$ cat src/logic/soc_bus_pkg.sv
`default_nettype none

package soc_bus_pkg;

    // bus side widths
    typedef logic [63:0] addr_t;
    typedef logic [63:0] dword_t;
    typedef logic [31:0] word_t;

    // scratch ram addressing
    typedef logic [8:0] ram_index_t;   // word index into 2 KB
    typedef logic [1:0] byte_off_t;    // byte within a word

    typedef logic [23:0] plic_off_t;   // offset from PLIC_BASE

    // load/store width, bit 2 selects the unsigned loads
    typedef enum logic [2:0] {
        LS_B  = 3'b000,
        LS_H  = 3'b001,
        LS_W  = 3'b010,
        LS_D  = 3'b011,
        LS_BU = 3'b100,
        LS_HU = 3'b101,
        LS_WU = 3'b110
    } ls_type_t;

    // scratch memory window
    localparam addr_t RAM_BASE  = 64'h8000_0000;
    localparam int    RAM_BYTES = 2048;
    localparam int    RAM_WORDS = 512;

    // interrupt controller window
    localparam addr_t     PLIC_BASE = 64'h0C00_0000;
    localparam plic_off_t PLIC_SPAN = 24'h40_0000;

    // register map inside the window
    localparam plic_off_t PLIC_PENDING_OFF       = 24'h00_1000;  // one bit per source
    localparam plic_off_t PLIC_ENABLE_OFF        = 24'h00_2000;  // per context bitmap
    localparam plic_off_t PLIC_CTX_ENABLE_STRIDE = 24'h00_0080;
    localparam plic_off_t PLIC_THRESHOLD_OFF     = 24'h20_0000;
    localparam plic_off_t PLIC_CLAIM_OFF         = 24'h20_0004;
    localparam plic_off_t PLIC_CTX_STRIDE        = 24'h00_1000;  // threshold and claim

    // priority slots 0..5 sit at offset 4*id
    localparam int PLIC_SOURCES = 6;
    localparam int PRIO_BITS    = 3;

    // the only wired source
    localparam int IRQ_ID = 1;

endpackage

`default_nettype wire

$ cat src/logic/bus_sequencer.sv
`timescale 1ns/1ps
`default_nettype none

module bus_sequencer import soc_bus_pkg::*; (
    input  wire        clock_1hz,
    input  wire        KEY0,
    input  wire addr_t    bus_address,
    input  wire dword_t   bus_write_data,
    input  wire ls_type_t bus_ls_type,
    input  wire        bus_read_enable,
    input  wire        bus_write_enable,
    input  wire dword_t   ram_read_data,
    input  wire        ram_valid,
    input  wire word_t    plic_read_data,
    input  wire        plic_valid,
    output dword_t     bus_read_data,
    output logic       bus_read_done,
    output logic       bus_write_done,
    output logic       ram_start,
    output logic       ram_write,
    output ram_index_t ram_index,
    output byte_off_t  ram_offset,
    output ls_type_t   ram_ls_type,
    output dword_t     ram_write_data,
    output logic       plic_start,
    output logic       plic_write,
    output plic_off_t  plic_offset,
    output word_t      plic_write_data
);

    typedef enum logic [1:0] {IDLE, ISSUE, WAIT, FINISH} seq_state_t;

    seq_state_t state;
    logic       req_write;
    logic       req_ram;
    logic       req_plic;
    addr_t      ram_rel;
    addr_t      plic_rel;
    logic       ram_hit;
    logic       plic_hit;
    logic       accept;
    logic       complete;
    dword_t     result;

    // unsigned wrap makes addresses below a base miss as well
    assign ram_rel  = bus_address - RAM_BASE;
    assign plic_rel = bus_address - PLIC_BASE;
    assign ram_hit  = ram_rel < addr_t'(RAM_BYTES);
    assign plic_hit = plic_rel < addr_t'(PLIC_SPAN);

    assign accept = (state == IDLE) && (bus_read_enable || bus_write_enable);

    // unmapped accesses finish through FINISH with zero data
    assign complete = ((state == WAIT) && (ram_valid || plic_valid)) || (state == FINISH);

    always_comb begin
        if (req_ram) begin
            result = ram_read_data;
        end else if (req_plic) begin
            result = dword_t'(plic_read_data);   // zero extended
        end else begin
            result = '0;
        end
    end

    assign ram_write  = req_write;
    assign plic_write = req_write;

    // request payload, held for the whole access
    always_ff @(posedge clock_1hz) begin
        if (accept) begin
            ram_index       <= ram_rel[$clog2(RAM_BYTES)-1:2];
            ram_offset      <= bus_address[1:0];
            ram_ls_type     <= bus_ls_type;
            ram_write_data  <= bus_write_data;
            plic_offset     <= plic_rel[23:0];
            plic_write_data <= bus_write_data[31:0];
        end
    end

    always_ff @(posedge clock_1hz or negedge KEY0) begin
        if (!KEY0) begin
            state          <= IDLE;
            req_write      <= 1'b0;
            req_ram        <= 1'b0;
            req_plic       <= 1'b0;
            ram_start      <= 1'b0;
            plic_start     <= 1'b0;
            bus_read_done  <= 1'b1;
            bus_write_done <= 1'b1;
            bus_read_data  <= '0;
        end else begin
            ram_start  <= 1'b0;
            plic_start <= 1'b0;
            case (state)
                IDLE: if (accept) begin
                    req_write  <= bus_write_enable && !bus_read_enable;   // read wins
                    req_ram    <= ram_hit;
                    req_plic   <= plic_hit;
                    ram_start  <= ram_hit;
                    plic_start <= plic_hit;
                    if (bus_read_enable) begin
                        bus_read_done <= 1'b0;
                    end else begin
                        bus_write_done <= 1'b0;
                    end
                    state <= ISSUE;
                end
                ISSUE: state <= (req_ram || req_plic) ? WAIT : FINISH;
                WAIT, FINISH: if (complete) begin
                    if (req_write) begin
                        bus_write_done <= 1'b1;
                    end else begin
                        bus_read_data <= result;
                        bus_read_done <= 1'b1;
                    end
                    state <= IDLE;
                end
                default: state <= IDLE;
            endcase
        end
    end

    // master must wait for both done flags before the next strobe
    a_strobe_when_idle: assert property (@(posedge clock_1hz) disable iff (!KEY0)
        (bus_read_enable || bus_write_enable) |-> (bus_read_done && bus_write_done));

    a_strobe_exclusive: assert property (@(posedge clock_1hz) disable iff (!KEY0)
        !(bus_read_enable && bus_write_enable));

    // targets only answer an access we issued
    a_valid_in_wait: assert property (@(posedge clock_1hz) disable iff (!KEY0)
        (ram_valid || plic_valid) |-> (state == WAIT));

    a_plic_turnaround: assert property (@(posedge clock_1hz) disable iff (!KEY0)
        plic_start |=> plic_valid);

endmodule

`default_nettype wire

$ cat config.mk
export PLATFORM = sky130hd
export DESIGN_NAME = bus_sequencer
export DESIGN_NICKNAME = d
export VERILOG_FILES = /design/src/logic/soc_bus_pkg.sv /design/src/logic/bus_sequencer.sv
export SDC_FILE = /design/constraint.sdc
export NUM_CORES = 1
export LEC_CHECK = 0
export BUFFER_PORTS_ARGS = -buffer_cell sky130_fd_sc_hd__buf_2
export CAP_MARGIN = 20
export CELL_PAD_IN_SITES_DETAIL_PLACEMENT = 2
export CELL_PAD_IN_SITES_GLOBAL_PLACEMENT = 2
export CORE_ASPECT_RATIO = 1.2
export CORE_MARGIN = 4
export CORE_UTILIZATION = 26
export DETAILED_ROUTE_END_ITERATION = 7
export GPL_TIMING_DRIVEN = 0
export PLACE_DENSITY = 0.8
export SLEW_MARGIN = 20
export SYNTH_ARGS = -nofsm -noshare
export SYNTH_HDL_FRONTEND = slang
export SYNTH_SLANG_ARGS = --single-unit
$ cat constraint.sdc
create_clock -name clock_1hz -period 5.1 [get_ports clock_1hz]
set_input_delay 0.51 -clock clock_1hz [delete_from_list [all_inputs] [get_ports clock_1hz]]
set_output_delay 0.51 -clock clock_1hz [all_outputs]
set_load 0.03 [all_outputs]
==> flow_summary.ini <==
[final_layout]
num-fill-cells = 2910
register_area_mm2 = 0.00456
drive_above_1_share = 0.502
multi_input_area_mm2 = 0.00189
fin_nets = 1271
area_growth_pct = 47.6

[cts]
cts_max_level = 4
tritoncts = built
cts.path.max_buffers = 2
cts_root_buf = clkbuf_16
postCtsHoldBufs = 0
cts.clk_slew.worst_paths_ns = 0.07
numCtsBuffers = 17
clock_sinks = 164
cts_resized = 0
cts_setup_buffers = 0
worstSkewPairLatency_ns = 0.44

[yosys]
netlist_instances = 582
avgSynthCellArea_um2 = 11.9
synthTopCellsByCount = edfxtp_1, nand2_1, nor2_1
synth.largest_area_cell = edfxtp_1
ys_seq_area_frac = 0.658
synthesis.nets = 816
synth.most_common_cell = edfxtp_1
async_flop_share = 0.445
synth_top_area_share = 0.394
synth_edf_count = 91
synth.area.top_cells = edfxtp_1, dfrtp_1, buf_4
yosys_warnings = 0
synthFlopType = edfxtp_1
synth_cell_types = 53
synth.cell_area_mm2 = 0.00693
ys_ff_latch = 164

[timing]
finalHoldViolations = 0
drv_slew = 0
tightest_slew_ns = 0.924
period_share = 0.557
fin_setup_tns_ns = 0
setup_slack_ns = 2.26
setup_viol = 0
fin_crit_ns = 2.84
slew_headroom = 0.378
skew_ns = 0.0176
rsz0062_at_grt = no
whs_ns = 0.0233
max_freq_mhz = 352

[die]
io_pins = 437
die_area_mm2 = 0.0293
start_util = 0.264
die_y_um = 187
coreArea_mm2 = 0.0263
die_w_um = 157
placement_rows = 65

[min_path]
hp-class = in -> async

[placement]
place_congestion = 0.839
dp_hpwl_um = 26900
pre_cts_ws_ns = 1.78
numPortBuffers = 433

[critical_path]
path_delay_family = simple AND/OR/NAND/NOR gates
crit_chain = buf_2, nor3_1, nand4_1, o21ai_0, nand3_2, or4_4, nor4_2, a21o_1
cp.arrival_ns = 3.21
path_max_fanout = 9
reg2reg_slack_ns = 2.43
critical_path.endpoint_type = flip-flop
worstSetupPathType = in -> reg
cp_slowest_cell = nor3_1
max_stage_delay_ns = 0.66
critical_path_buf_inv_count = 1
critPathRequiredTime_ns = 5.47
startpoint_type = input port

[power_and_ir_drop]
power_density_mw_per_mm2 = 549
peakVddDrop_mv = 0.205
p_leak_nw = 4.85

[route]
dr.pass1.iters = 4
drt_iter0_markers = 285
drt_wl_total_um = 33800
vias_per_cell = 4.77
final_antenna_net_count = 0
detail_route.wl_per_cell_um = 24.2
vias = 6659
drc = 0

[global_routing]
antenna_found_initial = 10
overflow = 0
grt_pass1_wl_um = 47100
first_global_vias = 7295
grt_usage = 0.219
grt_max_degree = 53

[outcome]
status = finished clean

[flow_run]
cap_viol_max_count = 0
## through the flow
step	total power, mW	cell area (um^2)	utilization	cells
floorplan	3.40	6930	-	582
global placement	4.19	9520	0.362	1350
detailed placement	4.27	9590	0.365	1353
CTS	5.68	10200	0.389	1385
global route	5.88	10200	0.389	1395
finish	5.62	10200	0.389	1395
## logic make-up (layout without fill, tap and decap cells)
kind of cell	after synthesis	in the layout	share of synthesized area
adder cells (fa/ha/maj)	1	1	0.00180
multiplexers	1	1	0.00144
buffers and inverters	82	550	0.0695
AND/OR/NAND/NOR	262	262	0.184
AO/OA/AOI/OAI	62	62	0.0729
XOR/XNOR	10	10	0.0126
flip-flops	164	164	0.658
other	0	10	0
## routing by layer
metal / vias to the layer above / routed length [um] / GRT usage
met5: - / 0 / 0
met4: 0 / 854 / 0.0831
met3: 46 / 2750 / 0.0694
met2: 268 / 18300 / 0.408
met1: 3341 / 11900 / 0.226
li1: 3004 / - / -
## report_power, final
group	switching [mW]	internal, mW	total, mW
combinational	1.62	0.615	2.23
clock	0.591	0.788	1.38
sequential	0.183	1.82	2.01
## worst paths after layout
kind / startpoint / endpoint / cells after the start
min in group clock_1hz: bus_write_data[42] / ram_write_data[42] / 1
setup / recovery: bus_address[39] / req_plic / 8
max in group asynchronous: KEY0 / bus_read_done / 2
hold reg to reg: bus_read_data[56] / bus_read_data[56] / 2
setup reg to reg: state[1] / req_plic / 7
hold / removal: KEY0 / bus_read_data[46] / 1
## cell usage in the layout, fill, tap and decap left out, drive strengths merged, types with 2 or more instances in the layout
| master | instances |
|---|---|
| nor4 | 24 |
| clkbuf | 44 |
| a2111oi | 2 |
| nand3 | 37 |
| nand2 | 84 |
| nor4b | 2 |
| o21ai | 9 |
| a21o | 2 |
| nor3b | 4 |
| a21oi | 4 |
| bufinv | 3 |
| inv | 15 |
| nor2b | 2 |
| a221oi | 32 |
| edfxtp | 91 |
| dfstp | 2 |
| nor4bb | 3 |
| diode | 10 |
| dfrtp | 71 |
| nand4 | 10 |
| o31ai | 3 |
| clkinvlp | 2 |
| xor2 | 5 |
| nand3b | 2 |
| nor3 | 7 |
| xnor2 | 5 |
| or3 | 5 |
| or4 | 3 |
| o32ai | 2 |
| or2 | 2 |
| buf | 485 |
| nor2 | 73 |
## final cells by class
cell class	count	area share
diodes	10	0.00245
plain buffers	75	0.0445
clock buffers	18	0.0419
clock inverters	14	0.0185
inverters	7	0.00281
multi-input cells	336	0.185
flip-flops and latches	164	0.446
well taps	335	0.0410
repair buffers	436	0.218
## flip-flops by register name, summed over array words and instances, names as in the netlist, 2 cells and up
| name | flops |
|---|---|
| ram_index | 8 |
| ram_ls_type | 3 |
| plic_offset | 15 |
| ram_write_data | 64 |
| state | 2 |
| bus_read_data | 64 |
Power figures use the tool's default switching activity.
