[config.mk]
export PLATFORM = sky130hd
export DESIGN_NAME = plic_regs
export DESIGN_NICKNAME = d
export VERILOG_FILES = /design/src/logic/soc_bus_pkg.sv /design/src/logic/plic_regs.sv
export SDC_FILE = /design/constraint.sdc
export NUM_CORES = 1
export LEC_CHECK = 0
export ABC_AREA = 0
export BUFFER_PORTS_ARGS = -buffer_cell sky130_fd_sc_hd__buf_2
export CORE_ASPECT_RATIO = 0.75
export CORE_MARGIN = 2
export CORE_UTILIZATION = 35
export DETAILED_ROUTE_END_ITERATION = 16
export MAX_ROUTING_LAYER = met4
export SYNTH_ARGS = -nofsm -noshare
export SYNTH_HDL_FRONTEND = slang
export SYNTH_SLANG_ARGS = --single-unit
[constraint.sdc]
create_clock -name clock_1hz -period 2.4 [get_ports clock_1hz]
set_clock_uncertainty 0.1 [all_clocks]
set_input_delay 0.12 -clock clock_1hz [delete_from_list [all_inputs] [get_ports clock_1hz]]
set_output_delay 0.12 -clock clock_1hz [all_outputs]
set_load 0.005 [all_outputs]
[src/logic/soc_bus_pkg.sv]
`default_nettype none

package soc_bus_pkg;

    // bus side widths
    typedef logic [63:0] addr_t;
    typedef logic [63:0] dword_t;
    typedef logic [31:0] word_t;

    // scratch ram addressing
    typedef logic [8:0] ram_index_t;   // word index into 2 KB
    typedef logic [1:0] byte_off_t;    // byte within a word

    typedef logic [23:0] plic_off_t;   // offset from PLIC_BASE

    // load/store width, bit 2 selects the unsigned loads
    typedef enum logic [2:0] {
        LS_B  = 3'b000,
        LS_H  = 3'b001,
        LS_W  = 3'b010,
        LS_D  = 3'b011,
        LS_BU = 3'b100,
        LS_HU = 3'b101,
        LS_WU = 3'b110
    } ls_type_t;

    // scratch memory window
    localparam addr_t RAM_BASE  = 64'h8000_0000;
    localparam int    RAM_BYTES = 2048;
    localparam int    RAM_WORDS = 512;

    // interrupt controller window
    localparam addr_t     PLIC_BASE = 64'h0C00_0000;
    localparam plic_off_t PLIC_SPAN = 24'h40_0000;

    // register map inside the window
    localparam plic_off_t PLIC_PENDING_OFF       = 24'h00_1000;  // one bit per source
    localparam plic_off_t PLIC_ENABLE_OFF        = 24'h00_2000;  // per context bitmap
    localparam plic_off_t PLIC_CTX_ENABLE_STRIDE = 24'h00_0080;
    localparam plic_off_t PLIC_THRESHOLD_OFF     = 24'h20_0000;
    localparam plic_off_t PLIC_CLAIM_OFF         = 24'h20_0004;
    localparam plic_off_t PLIC_CTX_STRIDE        = 24'h00_1000;  // threshold and claim

    // priority slots 0..5 sit at offset 4*id
    localparam int PLIC_SOURCES = 6;
    localparam int PRIO_BITS    = 3;

    // the only wired source
    localparam int IRQ_ID = 1;

endpackage

`default_nettype wire

[src/logic/plic_regs.sv]
`timescale 1ns/1ps
`default_nettype none

module plic_regs import soc_bus_pkg::*; (
    input  wire        clock_1hz,
    input  wire        KEY0,
    input  wire        start,
    input  wire        write,
    input  wire plic_off_t offset,
    input  wire word_t     write_data,
    input  wire        irq_source,
    output word_t      read_data,
    output logic       valid,
    output logic       meip_interrupt,
    output logic       msip_interrupt
);

    localparam int PRIO_IDX_BITS = $clog2(PLIC_SOURCES);

    logic [PRIO_BITS-1:0] prio [PLIC_SOURCES];
    word_t                pending;
    word_t                enable [2];
    logic [PRIO_BITS-1:0] threshold [2];

    logic                     irq_d;
    logic                     prio_hit;
    logic [PRIO_IDX_BITS-1:0] prio_idx;
    logic                     pending_sel;
    logic [1:0]               enable_sel;
    logic [1:0]               thresh_sel;
    logic [1:0]               claim_sel;
    word_t                    claim_id [2];
    word_t                    rd_mux;

    // priority slots live at 4*id, ids past the last source fall through to zero
    assign prio_hit    = offset < plic_off_t'(4 * PLIC_SOURCES);
    assign prio_idx    = offset[PRIO_IDX_BITS+1:2];
    assign pending_sel = offset == PLIC_PENDING_OFF;

    always_comb begin
        for (int c = 0; c < 2; c++) begin
            enable_sel[c] = offset == PLIC_ENABLE_OFF + plic_off_t'(c) * PLIC_CTX_ENABLE_STRIDE;
            thresh_sel[c] = offset == PLIC_THRESHOLD_OFF + plic_off_t'(c) * PLIC_CTX_STRIDE;
            claim_sel[c]  = offset == PLIC_CLAIM_OFF + plic_off_t'(c) * PLIC_CTX_STRIDE;
        end
    end

    // single source, so the claim is just pending & enable
    always_comb begin
        for (int c = 0; c < 2; c++) begin
            claim_id[c] = (pending[IRQ_ID] && enable[c][IRQ_ID]) ? word_t'(IRQ_ID) : '0;
        end
    end

    assign meip_interrupt = claim_id[0] != '0;   // context 0
    assign msip_interrupt = claim_id[1] != '0;   // context 1

    // read mux, unlisted offsets return zero
    always_comb begin
        rd_mux = '0;
        if (prio_hit) begin
            rd_mux = word_t'(prio[prio_idx]);
        end else if (pending_sel) begin
            rd_mux = pending;
        end
        for (int c = 0; c < 2; c++) begin
            if (enable_sel[c]) rd_mux = enable[c];
            if (thresh_sel[c]) rd_mux = word_t'(threshold[c]);
            if (claim_sel[c])  rd_mux = claim_id[c];
        end
    end

    always_ff @(posedge clock_1hz) begin
        if (start && !write) begin
            read_data <= rd_mux;
        end
    end

    always_ff @(posedge clock_1hz or negedge KEY0) begin
        if (!KEY0) begin
            prio      <= '{default: '0};
            pending   <= '0;
            enable    <= '{default: '0};
            threshold <= '{default: '0};
            irq_d     <= 1'b0;
            valid     <= 1'b0;
        end else begin
            valid <= start;   // fixed one cycle turnaround
            irq_d <= irq_source;

            if (start && write) begin
                if (prio_hit) prio[prio_idx] <= write_data[PRIO_BITS-1:0];
                for (int c = 0; c < 2; c++) begin
                    if (enable_sel[c]) enable[c]    <= write_data;
                    if (thresh_sel[c]) threshold[c] <= write_data[PRIO_BITS-1:0];
                end
            end

            // claim read retires the pending bit, claim write is ignored
            if (start && !write) begin
                for (int c = 0; c < 2; c++) begin
                    if (claim_sel[c] && claim_id[c] != '0) pending[claim_id[c]] <= 1'b0;
                end
            end

            // new edge wins over a claim in the same cycle
            if (irq_source && !irq_d) begin
                pending[IRQ_ID] <= 1'b1;
            end
        end
    end

endmodule

`default_nettype wire

==> results of run 1 <==
## cell usage in the layout, fill, tap and decap left out, types with 4 or more instances in the layout
| cell type | n |
|---|---|
| a22o_1 | 29 |
| nand2b_1 | 4 |
| dfrtp_1 | 92 |
| clkbuf_16 | 17 |
| buf_4 | 19 |
| buf_2 | 94 |
| clkinv_4 | 4 |
| inv_1 | 5 |
| nor2_1 | 9 |
| buf_12 | 5 |
| mux2_1 | 7 |
| mux2_2 | 75 |
| edfxtp_1 | 32 |
| mux2i_1 | 5 |
| nand2_1 | 11 |
| dlygate4sd3_1 | 33 |
| mux2_4 | 6 |
| clkbuf_1 | 4 |
## critical path: cells and delay by family
family / cells / cell delay (ps)
simple gates: 4 / 1550
mux: 1 / 400
buf+inv: 1 / 100
## cell type report
type	instances	area (µm²)
sequential	124	3260
inverter	5	18.8
timing repair buffer	151	1040
multi-input combinational	213	2020
tap	205	256
clock inverter	9	115
fill	1344	7990
clock buffer	23	468
## how the worst max path moves through the flow
stage,to,depth (start not counted)
2_1_floorplan,pending[1],4
3_3_place_gp,prio[9],6
3_5_place_dp,prio[3],6
4_1_cts,prio[3],6
5_1_grt,read_data[1],7
6_report,prio[1],6
## sequential cells by signal, indices dropped and copies added, names as in the netlist
| register | flops |
|---|---|
| enable | 64 |
| read_data | 32 |
| prio | 18 |
| threshold | 6 |
| pending | 2 |
| irq_d | 1 |
| valid | 1 |
## cell families (layout without fill, tap and decap cells)
kind of cell | count (synthesis) | after routing
flip-flops | 124 | 124
multiplexers | 96 | 96
AND/OR/NAND/NOR | 67 | 67
AO/OA/AOI/OAI | 50 | 50
buffers and inverters | 28 | 188
## power breakdown
group | switching (µW) | internal (µW)
registers | 6.16 | 2180
logic | 130 | 107
clock network | 917 | 1590
## cell usage after synthesis, drive strengths merged (5+ instances only)
| master | number |
|---|---|
| clkbuf | 8 |
| mux2 | 88 |
| inv | 5 |
| mux2i | 5 |
| nor2 | 10 |
| buf | 15 |
| dfrtp | 92 |
| a22o | 29 |
| nor4 | 7 |
| nand2 | 11 |
| edfxtp | 32 |
## layer usage
layer / share of wire (%) / GRT usage, %
met1: 48 / 22.8
met2: 46 / 25.4
met3: 4.8 / 4.51
met4: 1.1 / 5.77
met5: 0 / -
## through the flow
step / utilization, % / instances / power (µW)
after detailed placement: 41.3 / 665 / 2430
after floorplan: - / 365 / 2280
final: 47.3 / 730 / 4930
after global placement: 41.3 / 665 / 2420
after CTS: 47.3 / 730 / 4990
after global routing: 47.3 / 730 / 5110
==> run summary, run 1 <==
DRT Pass-1 Iters -> 4
VDD IR max -> 0.503 mV
Worst Tran Pin Value -> 645 ps
total clock buffers created by CTS -> 17
DRC viols -> 0
CP Class -> input port to register
Place WS -> 11.4 ps
Worst Hold End -> enable[0]
DR vias -> 3680
Yosys reg bits -> 124
port buffer count -> 95
crit end category -> register
worst-case hold slack -> 28.7 ps
total track usage -> 17.1%
first-pass GRT wire length -> 20900 µm
Post-Syn Area -> 5400 µm²
Initial Utilization -> 35.6%
R2R depth -> 5
leakage -> 0.00330 µW
CTS resizes -> 0
CP peak stage delay -> 540 ps
CTS tree -> yes
clock transition at the registers of the reported paths -> 60 ps
Post-Syn Nets -> 426
Placed Area -> 6270 µm²
H-tree Lvls -> 4
total length of routed wires -> 12800 µm
die area -> 16500 µm²
post-synthesis xor/xnor area fraction -> 0%
synthesized-area fraction occupied by and/or/nand/nor cells -> 8.22%
ys flop type -> dfrtp_1
top cells by area, synth -> dfrtp_1, edfxtp_1, mux2_2
final instance area -> 7180 µm²
starting DRC count in detailed routing -> 273
Total Nets Final -> 573
Crit Reg-Reg Startpoint -> prio[6]
chip width -> 147 µm
Reg2Reg Capture Point -> read_data[0]
Worst setup SP type -> input port
core area -> 15200 µm²
largest net degree at the start of global routing -> 48
Final Hold Viols -> 0
# diodes -> 0
clock root buffer -> clkbuf_16
GRT overflow -> 0
WP data required -> 2600 ps
CP Launch Point -> offset[10]
Cells after Synth -> 365
Detail Placement HPWL -> 8450 µm
synth unique cells -> 48
# setup viols final -> 0
Die H -> 112 µm
Placer Congestion -> 0.993
Avg WL per Cell -> 17.6 µm
WP data arrival -> 2180 ps
post-synthesis mux area share -> 20.9%
Synth Area in Adders -> 0%
cell taking the most area after synthesis -> dfrtp_1
status -> complete, no violations
Final period util -> 82.5%
Rel. slew slack -> 57.0%
FMAX -> 505 MHz
Ports -> 96
Hold WC Path Type -> input port to register
post-CTS setup buffer count -> 0
async set-or-reset flop fraction in the synthesized netlist -> 74.2%
clk_lat worst skew -> 410 ps
hold path cells -> 2
cell chain of the critical path -> buf_2, or4_4, nor3_2, nand3_4, nor4_2, mux2_2
Ys Warns -> 0
post-layout min period -> 1980 ps
Max-Cap Viols -> 0
layout cells sized above 1 -> 46.7%
Final ANT Viol Nets -> 0
post-synthesis area per instance -> 14.8 µm²
Max Buffers Root-to-Sink -> 2
pwr dens -> 687 nW/µm²
Final Max Tran Viols -> 0
Synth Area in Compound Gates -> 7.92%
# hold bufs at CTS -> 33
post-synthesis sequential area ratio -> 60.4%
r2r setup slk -> 540 ps
CTS Sinks -> 124
slowest CP cell -> or4_4
top-area cell type share of the netlist area -> 42.6%
EDFF count, synth -> 32
vias in the first global route -> 3890
RSZ-0062 raised after global routing -> no
PnR worst setup slack -> 421 ps
initial antenna violation count -> 0
Hold Crit Start -> write_data[0]
worst-path fanout max -> 9
area growth from synthesis to layout -> 33.0%
setup TNS -> 0 ps
Via-to-Cell Ratio -> 5.04
largest family of logic cells by synthesized area -> multiplexers
row cnt -> 39
Note: power is estimated with default switching activity, not from simulation.
==> inputs of run 2 (changes only) <==
==> constraint.sdc (replaced) <==
create_clock -name clock_1hz -period 1.9 [get_ports clock_1hz]
set_clock_uncertainty 0.1 [all_clocks]
set_input_delay 0.095 -clock clock_1hz [delete_from_list [all_inputs] [get_ports clock_1hz]]
set_output_delay 0.095 -clock clock_1hz [all_outputs]
set_load 0.005 [all_outputs]
==> run summary, run 2 (same netlist as run 1, synthesis figures left out) <==
clock root buffer -> clkbuf_16
Max-Cap Viols -> 0 (unchanged)
# diodes -> 0 (unchanged)
crit path capture -> prio[3]
r2r setup slk -> 70 ps (-470 ps)
crit end category -> register
GRT overflow -> 0 (unchanged)
first-pass GRT wire length -> 21000 µm (+0.83%)
total length of routed wires -> 12600 µm (-1.8%)
CTS Sinks -> 124 (unchanged)
CTS tree -> yes
commonest non-fill, non-tap cell in the layout -> buf_2
leakage -> 0.00340 µW (+2.8%)
vias in the first global route -> 3980 (+2.3%)
largest net degree at the start of global routing -> 41 (-15%)
Biggest register -> enable
Rel. slew slack -> 68.2% (+11 points)
FMAX -> 538 MHz
Max Buffers Root-to-Sink -> 2 (unchanged)
Worst Tran Pin Value -> 465 ps (-180 ps)
Placed Area -> 6410 µm² (+2.3%)
Initial Utilization -> 35.6% (unchanged)
Detail Placement HPWL -> 8710 µm (+3.1%)
worst-path fanout max -> 9 (unchanged)
Placer Congestion -> 0.965 (-2.8%)
DR vias -> 3689 (+0.24%)
pwr dens -> 870 nW/µm² (+27%)
clock transition at the registers of the reported paths -> 60 ps (about the same)
chip width -> 147 µm (unchanged)
Core Util, Final -> 48.4% (+1.1 points)
status -> complete, no violations
total clock buffers created by CTS -> 17 (unchanged)
Final Max Tran Viols -> 0 (unchanged)
DRC viols -> 0 (unchanged)
WP data required -> 2090 ps (-510 ps)
worst-case hold slack -> 31.1 ps (+2.46 ps)
Die H -> 112 µm (unchanged)
total track usage -> 17.1% (-0.019 points)
most frequent cells in the layout -> buf_2, dfrtp_1, mux2_2
port buffer count -> 95 (unchanged)
Avg WL per Cell -> 16.9 µm (-3.7%)
CP Class -> input port to register
post-CTS setup buffer count -> 0 (unchanged)
VDD IR max -> 0.584 mV (+16%)
RSZ-0062 raised after global routing -> no
biggest regs -> enable: 64 flops, read_data: 32 flops, prio: 18 flops
Final ANT Viol Nets -> 0 (unchanged)
layout cells sized above 1 -> 49.3% (+2.6 points)
post-layout min period -> 1860 ps
clk_lat worst skew -> 410 ps (about the same)
Via-to-Cell Ratio -> 4.95 (-1.8%)
Total Nets Final -> 588 (+2.6%)
Ports -> 96 (unchanged)
WP data arrival -> 2050 ps (-130 ps)
CP Launch Point -> offset[17]
Final period util -> 97.9%
final instance area -> 7350 µm² (+2.3%)
row cnt -> 39 (unchanged)
number of flip-flops in the largest register -> 64 (unchanged)
Final Hold Viols -> 0 (unchanged)
Worst setup SP type -> input port
area growth from synthesis to layout -> 36.0%
die area -> 16500 µm² (unchanged)
starting DRC count in detailed routing -> 172 (-37%)
initial antenna violation count -> 0 (unchanged)
R2R depth -> 5 (unchanged)
# setup viols final -> 0 (unchanged)
core area -> 15200 µm² (unchanged)
Hold WC Path Type -> input port to register
H-tree Lvls -> 4 (unchanged)
Crit Reg-Reg Startpoint -> prio[6]
DRT Pass-1 Iters -> 4 (unchanged)
Hold Crit Start -> write_data[0]
Reg2Reg Capture Point -> read_data[0]
==> run 2: power by group <==
group / switching (µW) / internal (µW)
Sequential: 6.93 / 2760
Combinational: 169 / 148
Clock: 1200 / 2110
==> run 2: worst min-delay path by stage <==
stage                       endpoint  depth (start not counted)  slack, ps
after global placement     enable[5]                          1        -30
final                      enable[0]                          2         30
after global routing        prio[10]                          2         30
after floorplan            enable[0]                          0       -300
after CTS                  enable[2]                          2          3
after detailed placement  enable[35]                          1        -30
==> run 2: stage by stage <==
stage / TNS (ps) / instances / total power, µW / setup WS (ps)
detailed placement: -30240 / 680 / 3080 / -378
global route: 0 / 745 / 6640 / 2.01
CTS: 0 / 745 / 6470 / 54.0
finish: 0 / 745 / 6390 / 40.4
floorplan: -9460 / 365 / 2890 / -205
global placement: -28520 / 680 / 3080 / -342
==> run 2: area by class of cell <==
cell class / instances / area (µm²)
clock buffers: 19 / 443
well taps: 205 / 256
multi-input cells: 213 / 2050
flip-flops and latches: 124 / 3260
clock inverters: 13 / 165
repair buffers: 166 / 1160
fillers: 1346 / 7830
inverters: 5 / 18.8
==> run 2: layer usage <==
layer | wire length [µm] | part of all wire (%) | vias up | track usage, %
li1 | - | - | 1713 | -
met4 | 130 | 1.0 | 0 | 4.94
met3 | 625 | 5.0 | 11 | 4.59
met2 | 5810 | 46 | 107 | 25.0
met5 | 0 | 0 | - | -
met1 | 6020 | 48 | 1858 | 23.4
==> run 2: timing repair <==
item	CTS	global route
endpoints found under the setup margin	0	7
endpoints found under the hold margin	156	0
gates resized for setup	0	0
hold buffers	33	0
==> run 2: critical path, cell delays in order <==
cell and delay, ps:
buf_2 100, or4_4 560, nor3_4 250, nand3_4 170, or4_4 560, mux2_4 320
